<file path="src/hdl/rvPkg.sv">
`default_nettype none

package rvPkg;

    localparam int xlen = 32;

    // Base opcodes
    localparam logic [6:0] opR      = 7'b0110011;
    localparam logic [6:0] opImm    = 7'b0010011;
    localparam logic [6:0] opBranch = 7'b1100011;
    localparam logic [6:0] opLoad   = 7'b0000011;
    localparam logic [6:0] opStore  = 7'b0100011;
    localparam logic [6:0] opAuipc  = 7'b0010111;
    localparam logic [6:0] opLui    = 7'b0110111;
    localparam logic [6:0] opJal    = 7'b1101111;
    localparam logic [6:0] opJalr   = 7'b1100111;

    localparam logic [2:0] aluClassR      = 3'd0;
    localparam logic [2:0] aluClassI      = 3'd1;
    localparam logic [2:0] aluClassBranch = 3'd2;
    localparam logic [2:0] aluClassMem    = 3'd3;
    localparam logic [2:0] aluClassUpper  = 3'd4;
    localparam logic [2:0] aluClassJump   = 3'd5;

    typedef enum logic [3:0] {
        aluAdd, aluSub, aluSll, aluSlt, aluSltu,
        aluXor, aluSrl, aluSra, aluOr, aluAnd
    } aluOp_t;

    // First ALU operand source
    localparam logic [1:0] upperPc   = 2'b00;
    localparam logic [1:0] upperZero = 2'b01;
    localparam logic [1:0] upperRs1  = 2'b10;

endpackage

`default_nettype wire

</file>
<file path="src/hdl/singleControl.sv">
`timescale 1ns/10ps
`default_nettype none

module singleControl (
    input  logic [6:0] instruction,
    output logic       branch,
    output logic       memRead,
    output logic       memToReg,
    output logic [2:0] aluClass,
    output logic       memWrite,
    output logic       aluSrc,
    output logic       regWrite,
    output logic [1:0] upperSrc,
    output logic       jump
);

    always_comb
    begin
        branch   = 1'b0;
        memRead  = 1'b0;
        memToReg = 1'b0;
        aluClass = rvPkg::aluClassR;
        memWrite = 1'b0;
        aluSrc   = 1'b0;
        regWrite = 1'b0;
        upperSrc = rvPkg::upperRs1;
        jump     = 1'b0;
        case (instruction)
            rvPkg::opR:
            begin
                regWrite = 1'b1;
            end
            rvPkg::opImm:
            begin
                aluClass = rvPkg::aluClassI;
                aluSrc   = 1'b1;
                regWrite = 1'b1;
            end
            rvPkg::opBranch:
            begin
                branch   = 1'b1;
                aluClass = rvPkg::aluClassBranch;
            end
            rvPkg::opLoad:
            begin
                memRead  = 1'b1;
                memToReg = 1'b1;
                aluClass = rvPkg::aluClassMem;
                aluSrc   = 1'b1;
                regWrite = 1'b1;
            end
            rvPkg::opStore:
            begin
                memWrite = 1'b1;
                aluClass = rvPkg::aluClassMem;
                aluSrc   = 1'b1;
            end
            rvPkg::opAuipc:
            begin
                aluClass = rvPkg::aluClassUpper;
                aluSrc   = 1'b1;
                regWrite = 1'b1;
                upperSrc = rvPkg::upperPc;
            end
            rvPkg::opLui:
            begin
                aluClass = rvPkg::aluClassUpper;
                aluSrc   = 1'b1;
                regWrite = 1'b1;
                upperSrc = rvPkg::upperZero;
            end
            rvPkg::opJal:
            begin
                aluClass = rvPkg::aluClassJump;
                aluSrc   = 1'b1;
                regWrite = 1'b1;
                upperSrc = rvPkg::upperPc; // Target is pc + imm
                jump     = 1'b1;
            end
            rvPkg::opJalr:
            begin
                aluClass = rvPkg::aluClassJump;
                aluSrc   = 1'b1;
                regWrite = 1'b1;
                jump     = 1'b1;
            end
            default:
            begin
                // Unknown opcode retires as a no-op
            end
        endcase
    end

endmodule

`default_nettype wire

</file>
<file path="src/hdl/regFile.sv">
`timescale 1ns/10ps
`default_nettype none

module regFile #(
    parameter int numRegs = 32
) (
    input  logic                       clk,
    input  logic                       rst,
    input  logic                       writeEn,
    input  logic [$clog2(numRegs)-1:0] readAddr1,
    input  logic [$clog2(numRegs)-1:0] readAddr2,
    input  logic [$clog2(numRegs)-1:0] writeAddr,
    input  logic [rvPkg::xlen-1:0]     writeData,
    output logic [rvPkg::xlen-1:0]     readData1,
    output logic [rvPkg::xlen-1:0]     readData2
);

    logic [rvPkg::xlen-1:0] regs [numRegs];

    always_ff @(posedge clk)
    begin
        if (rst)
        begin
            for (int i = 0; i < numRegs; i++)
                regs[i] <= '0;
        end
        else if (writeEn && writeAddr != '0)
            regs[writeAddr] <= writeData; // x0 never written
    end

    assign readData1 = (readAddr1 == '0) ? '0 : regs[readAddr1];
    assign readData2 = (readAddr2 == '0) ? '0 : regs[readAddr2];

endmodule

`default_nettype wire

</file>
<file path="src/hdl/decodeStage.sv">
`timescale 1ns/10ps
`default_nettype none

module decodeStage #(
    parameter int numRegs = 32
) (
    input  logic                   clk,
    input  logic                   rst,
    input  logic [31:0]            instr,
    input  logic [rvPkg::xlen-1:0] writeData,
    output logic [rvPkg::xlen-1:0] rs1Data,
    output logic [rvPkg::xlen-1:0] rs2Data,
    output logic [rvPkg::xlen-1:0] imm,
    output logic [2:0]             funct3,
    output logic                   funct7b5,
    output logic [2:0]             aluClass,
    output logic                   aluSrc,
    output logic [1:0]             upperSrc,
    output logic                   branch,
    output logic                   jump,
    output logic                   memRead,
    output logic                   memWrite,
    output logic                   memToReg,
    output logic                   regWriteEn,
    output logic [4:0]             regWriteAddr
);

    localparam int addrW = $clog2(numRegs);

    logic [6:0] opcode;
    logic [4:0] rs1;
    logic [4:0] rs2;
    logic       regWrite;
    logic       storeStrobe;

    assign opcode       = instr[6:0];
    assign rs1          = instr[19:15];
    assign rs2          = instr[24:20];
    assign regWriteAddr = instr[11:7];
    assign funct3       = instr[14:12];
    assign funct7b5     = instr[30];

    always_comb
    begin
        case (opcode)
            rvPkg::opImm, rvPkg::opLoad, rvPkg::opJalr:
                imm = {{20{instr[31]}}, instr[31:20]};
            rvPkg::opStore:
                imm = {{20{instr[31]}}, instr[31:25], instr[11:7]};
            rvPkg::opBranch:
                imm = {{19{instr[31]}}, instr[31], instr[7], instr[30:25], instr[11:8], 1'b0};
            rvPkg::opAuipc, rvPkg::opLui:
                imm = {instr[31:12], 12'b0};
            rvPkg::opJal:
                imm = {{11{instr[31]}}, instr[31], instr[19:12], instr[20], instr[30:21], 1'b0};
            default:
                imm = '0;
        endcase
    end

    // No architectural effects while in reset
    assign regWriteEn = regWrite & ~rst;
    assign memWrite   = storeStrobe & ~rst;

    singleControl singleControl_inst (
        .instruction (opcode),
        .branch      (branch),
        .memRead     (memRead),
        .memToReg    (memToReg),
        .aluClass    (aluClass),
        .memWrite    (storeStrobe),
        .aluSrc      (aluSrc),
        .regWrite    (regWrite),
        .upperSrc    (upperSrc),
        .jump        (jump)
    );

    regFile #(
        .numRegs (numRegs)
    ) regFile_inst (
        .clk       (clk),
        .rst       (rst),
        .writeEn   (regWriteEn),
        .readAddr1 (rs1[addrW-1:0]),
        .readAddr2 (rs2[addrW-1:0]),
        .writeAddr (regWriteAddr[addrW-1:0]),
        .writeData (writeData),
        .readData1 (rs1Data),
        .readData2 (rs2Data)
    );

endmodule

`default_nettype wire

</file>
<file path="src/hdl/executeStage.sv">
`timescale 1ns/10ps
`default_nettype none

module executeStage (
    input  logic [rvPkg::xlen-1:0] pc,
    input  logic [rvPkg::xlen-1:0] rs1Data,
    input  logic [rvPkg::xlen-1:0] rs2Data,
    input  logic [rvPkg::xlen-1:0] imm,
    input  logic [2:0]             funct3,
    input  logic                   funct7b5,
    input  logic [2:0]             aluClass,
    input  logic                   aluSrc,
    input  logic [1:0]             upperSrc,
    input  logic                   branch,
    input  logic                   jump,
    output logic [rvPkg::xlen-1:0] aluResult,
    output logic [rvPkg::xlen-1:0] nextPc,
    output logic [rvPkg::xlen-1:0] pcPlus4
);

    localparam int shW = $clog2(rvPkg::xlen);

    rvPkg::aluOp_t          aluOp;
    logic [rvPkg::xlen-1:0] opA;
    logic [rvPkg::xlen-1:0] opB;
    logic [shW-1:0]         shamt;
    logic                   cond;
    logic                   taken;

    always_comb
    begin
        case (aluClass)
            rvPkg::aluClassR, rvPkg::aluClassI:
                case (funct3)
                    3'b000: aluOp = (funct7b5 && aluClass == rvPkg::aluClassR) ?
                                    rvPkg::aluSub : rvPkg::aluAdd; // addi has no subi
                    3'b001: aluOp = rvPkg::aluSll;
                    3'b010: aluOp = rvPkg::aluSlt;
                    3'b011: aluOp = rvPkg::aluSltu;
                    3'b100: aluOp = rvPkg::aluXor;
                    3'b101: aluOp = funct7b5 ? rvPkg::aluSra : rvPkg::aluSrl;
                    3'b110: aluOp = rvPkg::aluOr;
                    default: aluOp = rvPkg::aluAnd;
                endcase
            rvPkg::aluClassBranch:
                aluOp = rvPkg::aluSub;
            default:
                aluOp = rvPkg::aluAdd; // Address and target sums
        endcase
    end

    always_comb
    begin
        case (upperSrc)
            rvPkg::upperPc:   opA = pc;
            rvPkg::upperZero: opA = '0;
            default:          opA = rs1Data;
        endcase
    end

    assign opB   = aluSrc ? imm : rs2Data;
    assign shamt = opB[shW-1:0];

    always_comb
    begin
        case (aluOp)
            rvPkg::aluAdd:  aluResult = opA + opB;
            rvPkg::aluSub:  aluResult = opA - opB;
            rvPkg::aluSll:  aluResult = opA << shamt;
            rvPkg::aluSlt:  aluResult = {{(rvPkg::xlen-1){1'b0}}, $signed(opA) < $signed(opB)};
            rvPkg::aluSltu: aluResult = {{(rvPkg::xlen-1){1'b0}}, opA < opB};
            rvPkg::aluXor:  aluResult = opA ^ opB;
            rvPkg::aluSrl:  aluResult = opA >> shamt;
            rvPkg::aluSra:  aluResult = $signed(opA) >>> shamt;
            rvPkg::aluOr:   aluResult = opA | opB;
            default:        aluResult = opA & opB;
        endcase
    end

    always_comb
    begin
        case (funct3)
            3'b000:  cond = rs1Data == rs2Data;
            3'b001:  cond = rs1Data != rs2Data;
            3'b100:  cond = $signed(rs1Data) < $signed(rs2Data);
            3'b101:  cond = $signed(rs1Data) >= $signed(rs2Data);
            3'b110:  cond = rs1Data < rs2Data;
            3'b111:  cond = rs1Data >= rs2Data;
            default: cond = 1'b0;
        endcase
    end

    assign taken   = branch & cond;
    assign pcPlus4 = pc + 'd4;

    // JAL and JALR targets both come out of the ALU
    assign nextPc = jump  ? {aluResult[rvPkg::xlen-1:1], 1'b0} :
                    taken ? pc + imm :
                            pcPlus4;

endmodule

`default_nettype wire

</file>
<file path="src/hdl/resultStage.sv">
`timescale 1ns/10ps
`default_nettype none

module resultStage (
    input  logic [rvPkg::xlen-1:0]   aluResult,
    input  logic [rvPkg::xlen-1:0]   pcPlus4,
    input  logic [rvPkg::xlen-1:0]   rs2Data,
    input  logic [2:0]               funct3,
    input  logic                     memToReg,
    input  logic                     jump,
    input  logic [rvPkg::xlen-1:0]   memReadData,
    output logic [rvPkg::xlen/8-1:0] memByteEn,
    output logic [rvPkg::xlen-1:0]   memWriteData,
    output logic [rvPkg::xlen-1:0]   writeData
);

    logic [1:0]             byteOff;
    logic [rvPkg::xlen-1:0] loadShifted;
    logic [rvPkg::xlen-1:0] loadData;

    assign byteOff = aluResult[1:0];

    always_comb
    begin
        case (funct3[1:0])
            2'b00:
            begin
                memByteEn    = 4'b0001 << byteOff;
                memWriteData = {4{rs2Data[7:0]}};
            end
            2'b01:
            begin
                memByteEn    = 4'b0011 << {byteOff[1], 1'b0};
                memWriteData = {2{rs2Data[15:0]}};
            end
            default:
            begin
                memByteEn    = 4'b1111;
                memWriteData = rs2Data;
            end
        endcase
    end

    assign loadShifted = memReadData >> {byteOff, 3'b000}; // Addressed lane to bit 0

    always_comb
    begin
        case (funct3)
            3'b000:  loadData = {{24{loadShifted[7]}}, loadShifted[7:0]};
            3'b001:  loadData = {{16{loadShifted[15]}}, loadShifted[15:0]};
            3'b100:  loadData = {24'b0, loadShifted[7:0]};
            3'b101:  loadData = {16'b0, loadShifted[15:0]};
            default: loadData = memReadData;
        endcase
    end

    assign writeData = jump     ? pcPlus4 :
                       memToReg ? loadData :
                                  aluResult;

endmodule

`default_nettype wire

</file>
<file path="src/hdl/singleCycleCore.sv">
`timescale 1ns/10ps
`default_nettype none

module singleCycleCore #(
    parameter int                     numRegs   = 32,
    parameter logic [rvPkg::xlen-1:0] resetAddr = '0
) (
    input  logic                     clk,
    input  logic                     rst,
    input  logic [31:0]              instr,
    input  logic [rvPkg::xlen-1:0]   memReadData,
    output logic [rvPkg::xlen-1:0]   instrAddr,
    output logic [rvPkg::xlen-1:0]   memAddr,
    output logic [rvPkg::xlen-1:0]   memWriteData,
    output logic [rvPkg::xlen/8-1:0] memByteEn,
    output logic                     memWrite,
    output logic                     memRead,
    output logic                     regWriteEn,
    output logic [4:0]               regWriteAddr,
    output logic [rvPkg::xlen-1:0]   regWriteData
);

    logic [rvPkg::xlen-1:0] pc;
    logic [rvPkg::xlen-1:0] rs1Data;
    logic [rvPkg::xlen-1:0] rs2Data;
    logic [rvPkg::xlen-1:0] imm;
    logic [2:0]             funct3;
    logic                   funct7b5;
    logic [2:0]             aluClass;
    logic                   aluSrc;
    logic [1:0]             upperSrc;
    logic                   branch;
    logic                   jump;
    logic                   memToReg;
    logic [rvPkg::xlen-1:0] aluResult;
    logic [rvPkg::xlen-1:0] nextPc;
    logic [rvPkg::xlen-1:0] pcPlus4;

    always_ff @(posedge clk)
    begin
        if (rst)
            pc <= resetAddr;
        else
            pc <= nextPc; // One instruction retires per edge
    end

    assign instrAddr = pc;
    assign memAddr   = {aluResult[rvPkg::xlen-1:2], 2'b00};

    decodeStage #(
        .numRegs (numRegs)
    ) decodeStage_inst (
        .clk          (clk),
        .rst          (rst),
        .instr        (instr),
        .writeData    (regWriteData),
        .rs1Data      (rs1Data),
        .rs2Data      (rs2Data),
        .imm          (imm),
        .funct3       (funct3),
        .funct7b5     (funct7b5),
        .aluClass     (aluClass),
        .aluSrc       (aluSrc),
        .upperSrc     (upperSrc),
        .branch       (branch),
        .jump         (jump),
        .memRead      (memRead),
        .memWrite     (memWrite),
        .memToReg     (memToReg),
        .regWriteEn   (regWriteEn),
        .regWriteAddr (regWriteAddr)
    );

    executeStage executeStage_inst (
        .pc        (pc),
        .rs1Data   (rs1Data),
        .rs2Data   (rs2Data),
        .imm       (imm),
        .funct3    (funct3),
        .funct7b5  (funct7b5),
        .aluClass  (aluClass),
        .aluSrc    (aluSrc),
        .upperSrc  (upperSrc),
        .branch    (branch),
        .jump      (jump),
        .aluResult (aluResult),
        .nextPc    (nextPc),
        .pcPlus4   (pcPlus4)
    );

    resultStage resultStage_inst (
        .aluResult    (aluResult),
        .pcPlus4      (pcPlus4),
        .rs2Data      (rs2Data),
        .funct3       (funct3),
        .memToReg     (memToReg),
        .jump         (jump),
        .memReadData  (memReadData),
        .memByteEn    (memByteEn),
        .memWriteData (memWriteData),
        .writeData    (regWriteData)
    );

endmodule

`default_nettype wire

</file>
<file path="config.mk">
export PLATFORM = sky130hd
export DESIGN_NAME = singleCycleCore
export DESIGN_NICKNAME = d
export VERILOG_FILES = /design/src/hdl/rvPkg.sv /design/src/hdl/singleControl.sv /design/src/hdl/regFile.sv /design/src/hdl/decodeStage.sv /design/src/hdl/executeStage.sv /design/src/hdl/resultStage.sv /design/src/hdl/singleCycleCore.sv
export SDC_FILE = /design/constraint.sdc
export NUM_CORES = 2
export LEC_CHECK = 0
export BUFFER_PORTS_ARGS = -buffer_cell sky130_fd_sc_hd__clkbuf_2
export CAP_MARGIN = 20
export CELL_PAD_IN_SITES_DETAIL_PLACEMENT = 1
export CELL_PAD_IN_SITES_GLOBAL_PLACEMENT = 1
export CORE_ASPECT_RATIO = 0.8
export CORE_MARGIN = 5
export CORE_UTILIZATION = 47
export DETAILED_ROUTE_END_ITERATION = 10
export PLACE_DENSITY_LB_ADDON = 0.1
export SLEW_MARGIN = 20
export SYNTH_ARGS = -nofsm -noshare
export SYNTH_HDL_FRONTEND = slang
export SYNTH_SLANG_ARGS = --single-unit
</file>
<file path="constraint.sdc">
create_clock -name clk -period 9.4 [get_ports clk]
set_input_delay 1.41 -clock clk [delete_from_list [all_inputs] [get_ports clk]]
set_output_delay 1.41 -clock clk [all_outputs]
set_load 0.005 [all_outputs]
</file>
* Yosys cells after proc, flatten, opt, wreduce, memory -nomap -nowiden
Memory sizes are Yosys's and may differ from the RTL's. Cells that the tools add are included.
Storage, ports and cells: bits in registers 32, RAM bits 1024, input bits 66, output and inout port bits 140, logic and storage cells 110, memories kept 1
Operators by class: $add $sub $neg 4, $lt $le $gt $ge 6, eq/ne operators 30, shifts and indexed selects 6, mux-type cells 34, bitwise operators 7, reduce and logical (&&, ||, !) cells 20
Memories:
- decodeStage_inst.regFile_inst.regs | words 32, bits a word 32, read ports 2, clocked after memory_dff 0, write ports 32, line regFile.sv:18 | logic [rvPkg::xlen-1:0] regs [numRegs];
Operator list (number):
- $pmux W32 S9 | 1
- $mux W32 | 8
- $pmux W32 S5 | 1
- $lt A32 B32 Y1 | 4
- $pmux W32 S2 | 2
- $pmux W32 S4 | 1
- $add A32 B32 Y32 | 2
- $ge A32 B32 Y1 | 2
- $add A32 B3 Y32 const B | 1
- $and A32 B32 Y32 | 1
- $eq A32 B32 Y1 | 1
- $ne A32 B32 Y1 | 1
- $or A32 B32 Y32 | 1
- $reduce_or A32 Y1 | 1
- $shl A32 B5 Y32 | 1
- $shr A32 B5 Y16 | 1
- $shr A32 B5 Y32 | 1
- $sshr A32 B5 Y32 | 1
- $sub A32 B32 Y32 | 1
- $xor A32 B32 Y32 | 1
- $pmux W4 S7 | 1
- $eq A7 B6 Y1 const B | 3
- $eq A7 B7 Y1 const B | 3
- $eq A4 B3 Y1 const B | 4
- 28 further kinds | 63

* Depth between registers and ports, before layout
word-level depth 15, gate-level depth with buffers 33

* Modules after synthesis
From an unflattened synthesis, not the netlist that was laid out.
Unflattened totals: cells, all modules 6046, area, all modules 71691.3 sq um
Modules (own cells, without submodules):
- regFile | instances 1, cells each 3502, area an instance 54253.3 sq um
- executeStage | instances 1, cells each 2048, area an instance 13843.3 sq um
- resultStage | instances 1, cells each 320, area an instance 1973.1 sq um
- singleCycleCore | instances 1, cells each 70, area an instance 882.1 sq um
- decodeStage | instances 1, cells each 77, area an instance 566.8 sq um
- singleControl | instances 1, cells each 29, area an instance 172.7 sq um

* Worst setup path after synthesis
OpenSTA, ideal clock, no wires.
kind input to output, start point input port instr[20], end point output port regWriteData[29] (netlist name), data arrival time 8.663 ns, path slack -0.673 ns, cell stages on the path 28, buffers on the path 9, cell sequence buf_4 buf_6 buf_6 buf_6 clkbuf_1 buf_1 buf_1 mux4_2 mux4_2 mux2i_1 nor2_1 o21a_1 ha_1 clkbuf_1 inv_1 a21oi_1 nor2_1 a211o_1 a2111oi_0 nor3_1 o311ai_0 a21oi_1 a21oi_1 o21ai_0 o32a_1 o22ai_1 clkbuf_1 nand2_1
On the way: elaborated cells between the ends (all ways) 20
RTL lines:
- from (decl) | line singleCycleCore.sv:10 | input logic [31:0] instr,
- $mem_v2 Z32 W32 or $logic_not A5 Y1 (tied branches)
- $mux W32 | line regFile.sv:32 | assign readData2 = (readAddr2 == '0) ? '0 : regs[readAddr2];
- $mux W32 (*) | line executeStage.sv:61 | assign opB = aluSrc ? imm : rs2Data;
- $sub A32 B32 Y32 (tied with other cells) | line executeStage.sv:68 | rvPkg::aluSub: aluResult = opA - opB;
- $pmux W32 S9 (*) | line executeStage.sv:66 | case (aluOp)
- via memAddr (one bit) | line singleCycleCore.sv:13 | output logic [rvPkg::xlen-1:0] memAddr,
- $mux W32 (*) | line resultStage.sv:58 | memToReg ? loadData :
- $mux W32 (*) | line resultStage.sv:57 | assign writeData = jump ? pcPlus4 :
- to (decl) | line singleCycleCore.sv:20 | output logic [rvPkg::xlen-1:0] regWriteData
The timed path passes the listed nets; every way through them passes the cells marked *.

* Worst setup path in the final report
start point input port instr[17], end point output port regWriteData[30] (netlist name)
On the way: longest elaborated chain between the ends 9, elaborated cells between the ends (all ways) 21
RTL lines:
- $mem_v2 Z32 W32 or $logic_not A5 Y1 (tied branches)
- $mux W32 | line regFile.sv:31 | assign readData1 = (readAddr1 == '0) ? '0 : regs[readAddr1];
- $pmux W32 S2 | line executeStage.sv:54 | case (upperSrc)
- $sub A32 B32 Y32 (tied with other cells) | line executeStage.sv:68
- $pmux W32 S9 (*) | line executeStage.sv:66
- $shr A32 B5 Y16 | line resultStage.sv:44 | assign loadShifted = memReadData >> {byteOff, 3'b000};
- $pmux W32 S4 | line resultStage.sv:48 | case (funct3)
- $mux W32 (*) | line resultStage.sv:58
- $mux W32 (*) | line resultStage.sv:57
Mark *: on every way between the ends. The rest lies on a longest branch, timed or not.

==> out/qor.yml <==
yosysWarnings: 0
drive_gt1_frac: 0.274
ff2ff_path_depth: 33
clk_path_buf_depth: 3
io_pins: 206
path_clk_slew_ns: 0.06
dp_hpwl_um: 268000
ir_drop_v: 0.000188
ys.flop_type: "edfxtp_1"
worst_path_most_repeated_cell: "buf_4"
grt_pass1_wl_um: 526000
gp_congestion: 1.11
cp-end-kind: "primary output"
cp_top_family: "compound AO/OA/AOI/OAI gates"
worst_slew_pin_slew_ns: 1.29
nFillCells: 15236
yosysSeqAreaShare: 0.447
synthesis.area_um2: 70300
final_common_cell: "edfxtp_1"
synth_cell_types: 101
setup_ws_ns: -0.0866
p_leak_nw: 30.1
initial_utilization: 0.475
crit_slowest_cell: "nor2b_1"
instances_no_fill: 8642
drc_errors: 0
synth_area_leader_cell: "edfxtp_1"
period_needed_ns: 9.49
clockRootBuffer: "clkbuf_16"
drv_slew: 0
vias: 66149
cp_slowest_stage_delay_ns: 0.96
io_buffers: 203
syn2layout_area_growth_pct: 16.4
fmax_mhz: 105
synth_edf_count: 1024
hold_violations: 0
path_depth: 23
syn_area_per_cell_um2: 11.4
final.period_utilization: 1.01
reg2reg_slack_ns: 1.63
relSlewSlack: 0.136
synth-seq-cells: 1056
cts.sink_count: 1056
final_core_util: 0.553
arrival_ns: 8.08
dieArea_um2: 157000
cp_max_fo: 35
insertion_delay_ns: 0.78
routedWlPerCell_um: 44.7
drtAntennaViolNets: 0
drt_iter0_drc: 11839
fin_skew_ns: 0.0350
power.density_nw_per_um2: 187
synth_top_area_share: 0.438
cts_buffers: 109
synthArstFlopShare: 0
place_ws_ns: -0.706
grt_max_degree: 159
overflow: 0
drt-pass1-iter-count: 6
min_path_type: "reg -> reg"
crit_type: "in -> out"
dpl_cell_area_um2: 77500
antenna_found_initial: 29
dieHeight_um: 356
design_area_um2: 81800
hold_depth: 2
rr_startpoint: "decodeStage_inst.regFile_inst.regs[13][0]$_SDFFCE_PN0P_"
grt_pass1_vias: 63868
r2r-end: "decodeStage_inst.regFile_inst.regs[15][22]$_SDFFCE_PN0P_"
worstSetupStartpointType: "input port"
mostFrequentLayoutCells: "edfxtp_1 (1,024), buf_4 (654), nor2_1 (628)"
crit_buf_inv: 8
grt.total_usage: 0.476
maxCapViolCount: 0
setup_viol: 21
rows: 126
wl_um: 387000
status: "complete, but fails checks"
viasPerCell: 7.65
coreArea_um2: 148000
required_ns: 7.99
postSynthCellCount: 6169
nets: 6782
cts_tree: "built"
setup.worst_path.end: "regWriteData[30]"
htreeDepth: 3
dp_cells: 8394
violations: "negative setup slack"
worstSetupStartpoint: "instr[17]"
worstPathCellList: "buf_6 -> buf_4 -> buf_4 -> nor2b_1 -> a2111o_1 -> a32o_1 -> ha_1 -> buf_4 -> a2111oi_4 -> o31ai_4 -> buf_4 -> o41ai_4 -> a21oi_2 -> o21ai_4 -> buf_4 -> and2_1 -> a21o_1 -> mux2i_1 -> o22ai_4 -> o21ai_4 -> buf_12 -> a31oi_2 -> clkbuf_2"
synth.area.top_cells: "edfxtp_1 (44%), mux4_2 (16%), a211oi_1 (4.7%)"
die_w_um: 442
-- power by group --
part / leakage [nW] / internal (W) / switching [W] / total, W
clock network: 1.77 / 0.00258 / 0.00203 / 0.00462
registers: 10.8 / 0.00532 / 0.000109 / 0.00543
logic: 17.5 / 0.00174 / 0.00348 / 0.00522
total: 30.1 / 0.00965 / 0.00562 / 0.0153
-- logic make-up after synthesis --
group,count (synthesis),share of synthesized area
other,1,0.0000534
and+or+nand+nor,1539,0.0998
AOI/OAI and AO/OA,1753,0.170
muxes,720,0.193
buffers and inverters,862,0.0515
adders and majority gates,164,0.0295
DFF,1056,0.447
xor gates and xnor gates,74,0.00922
-- timing repair --
item,4_1_cts,5_1_grt
pin swaps,3,15
hold buffers,0,0
endpoints found under the hold margin,0,0
cloned,0,2
setup buffers,6,23
setup endpoints to repair,35,39
resized for setup,17,53
-- synthesized netlist by cell type (52+ instances only) --
library cell,count
buf_1,60
nor3_1,240
nand4_1,52
nor2_1,634
nand2_1,310
a211oi_1,441
o21ai_0,149
edfxtp_1,1024
ha_1,161
o22ai_1,55
nand3_1,53
mux4_2,504
buf_2,144
a21oi_1,525
mux2i_1,191
inv_1,178
clkbuf_1,425
and3_1,56
-- final cells by class --
type,instances,area [um2],area share
diodes,16,40.0,0.000489
clock buffers,128,2820,0.0345
clock inverters,73,820,0.0100
inverters,186,698,0.00854
multi-input cells,4284,36300,0.444
flip-flops and latches,1056,31400,0.384
well taps,1984,2480,0.0303
repair buffers,915,7200,0.0880
-- sequential cells by signal, summed over array words and instances, names as in the netlist, named ones only --
name	cells
decodeStage_inst.regFile_inst.regs	1024
instrAddr	31
-- worst min-delay path, stage by stage, from the launching register on --
cell and delay (ns):
dfxtp_1 0.46, mux2i_1 0.20, nor3_1 0.06
-- layer usage --
layer	track usage	routed length (um)	vias up	share of wire
met3	0.205	67200	1190	0.17
li1	-	-	25050	-
met4	0.247	25500	22	0.066
met1	0.658	144000	33649	0.37
met5	0	145	-	0.00038
met2	0.631	150000	6238	0.39
-- through the flow --
stage | power (W) | hold slack [ns] | TNS (ns)
final | 0.0153 | 0.779 | -1.04
after global routing | 0.0156 | 0.806 | -0.00754
after CTS | 0.0149 | 0.785 | 0
after detailed placement | 0.0104 | 0.810 | -39.16
after global placement | 0.0103 | 0.786 | -118.85
after floorplan | 0.00793 | 0.561 | -0.0706
-- how the worst min path moves through the flow --
stage | from | end | slack (ns)
after floorplan | flip-flop | flip-flop | 0.56
after global placement | flip-flop | flip-flop | 0.79
after detailed placement | flip-flop | flip-flop | 0.81
after CTS | flip-flop | flip-flop | 0.79
after global routing | flip-flop | flip-flop | 0.81
final | flip-flop | flip-flop | 0.78
Power figures use the tool's default switching activity.
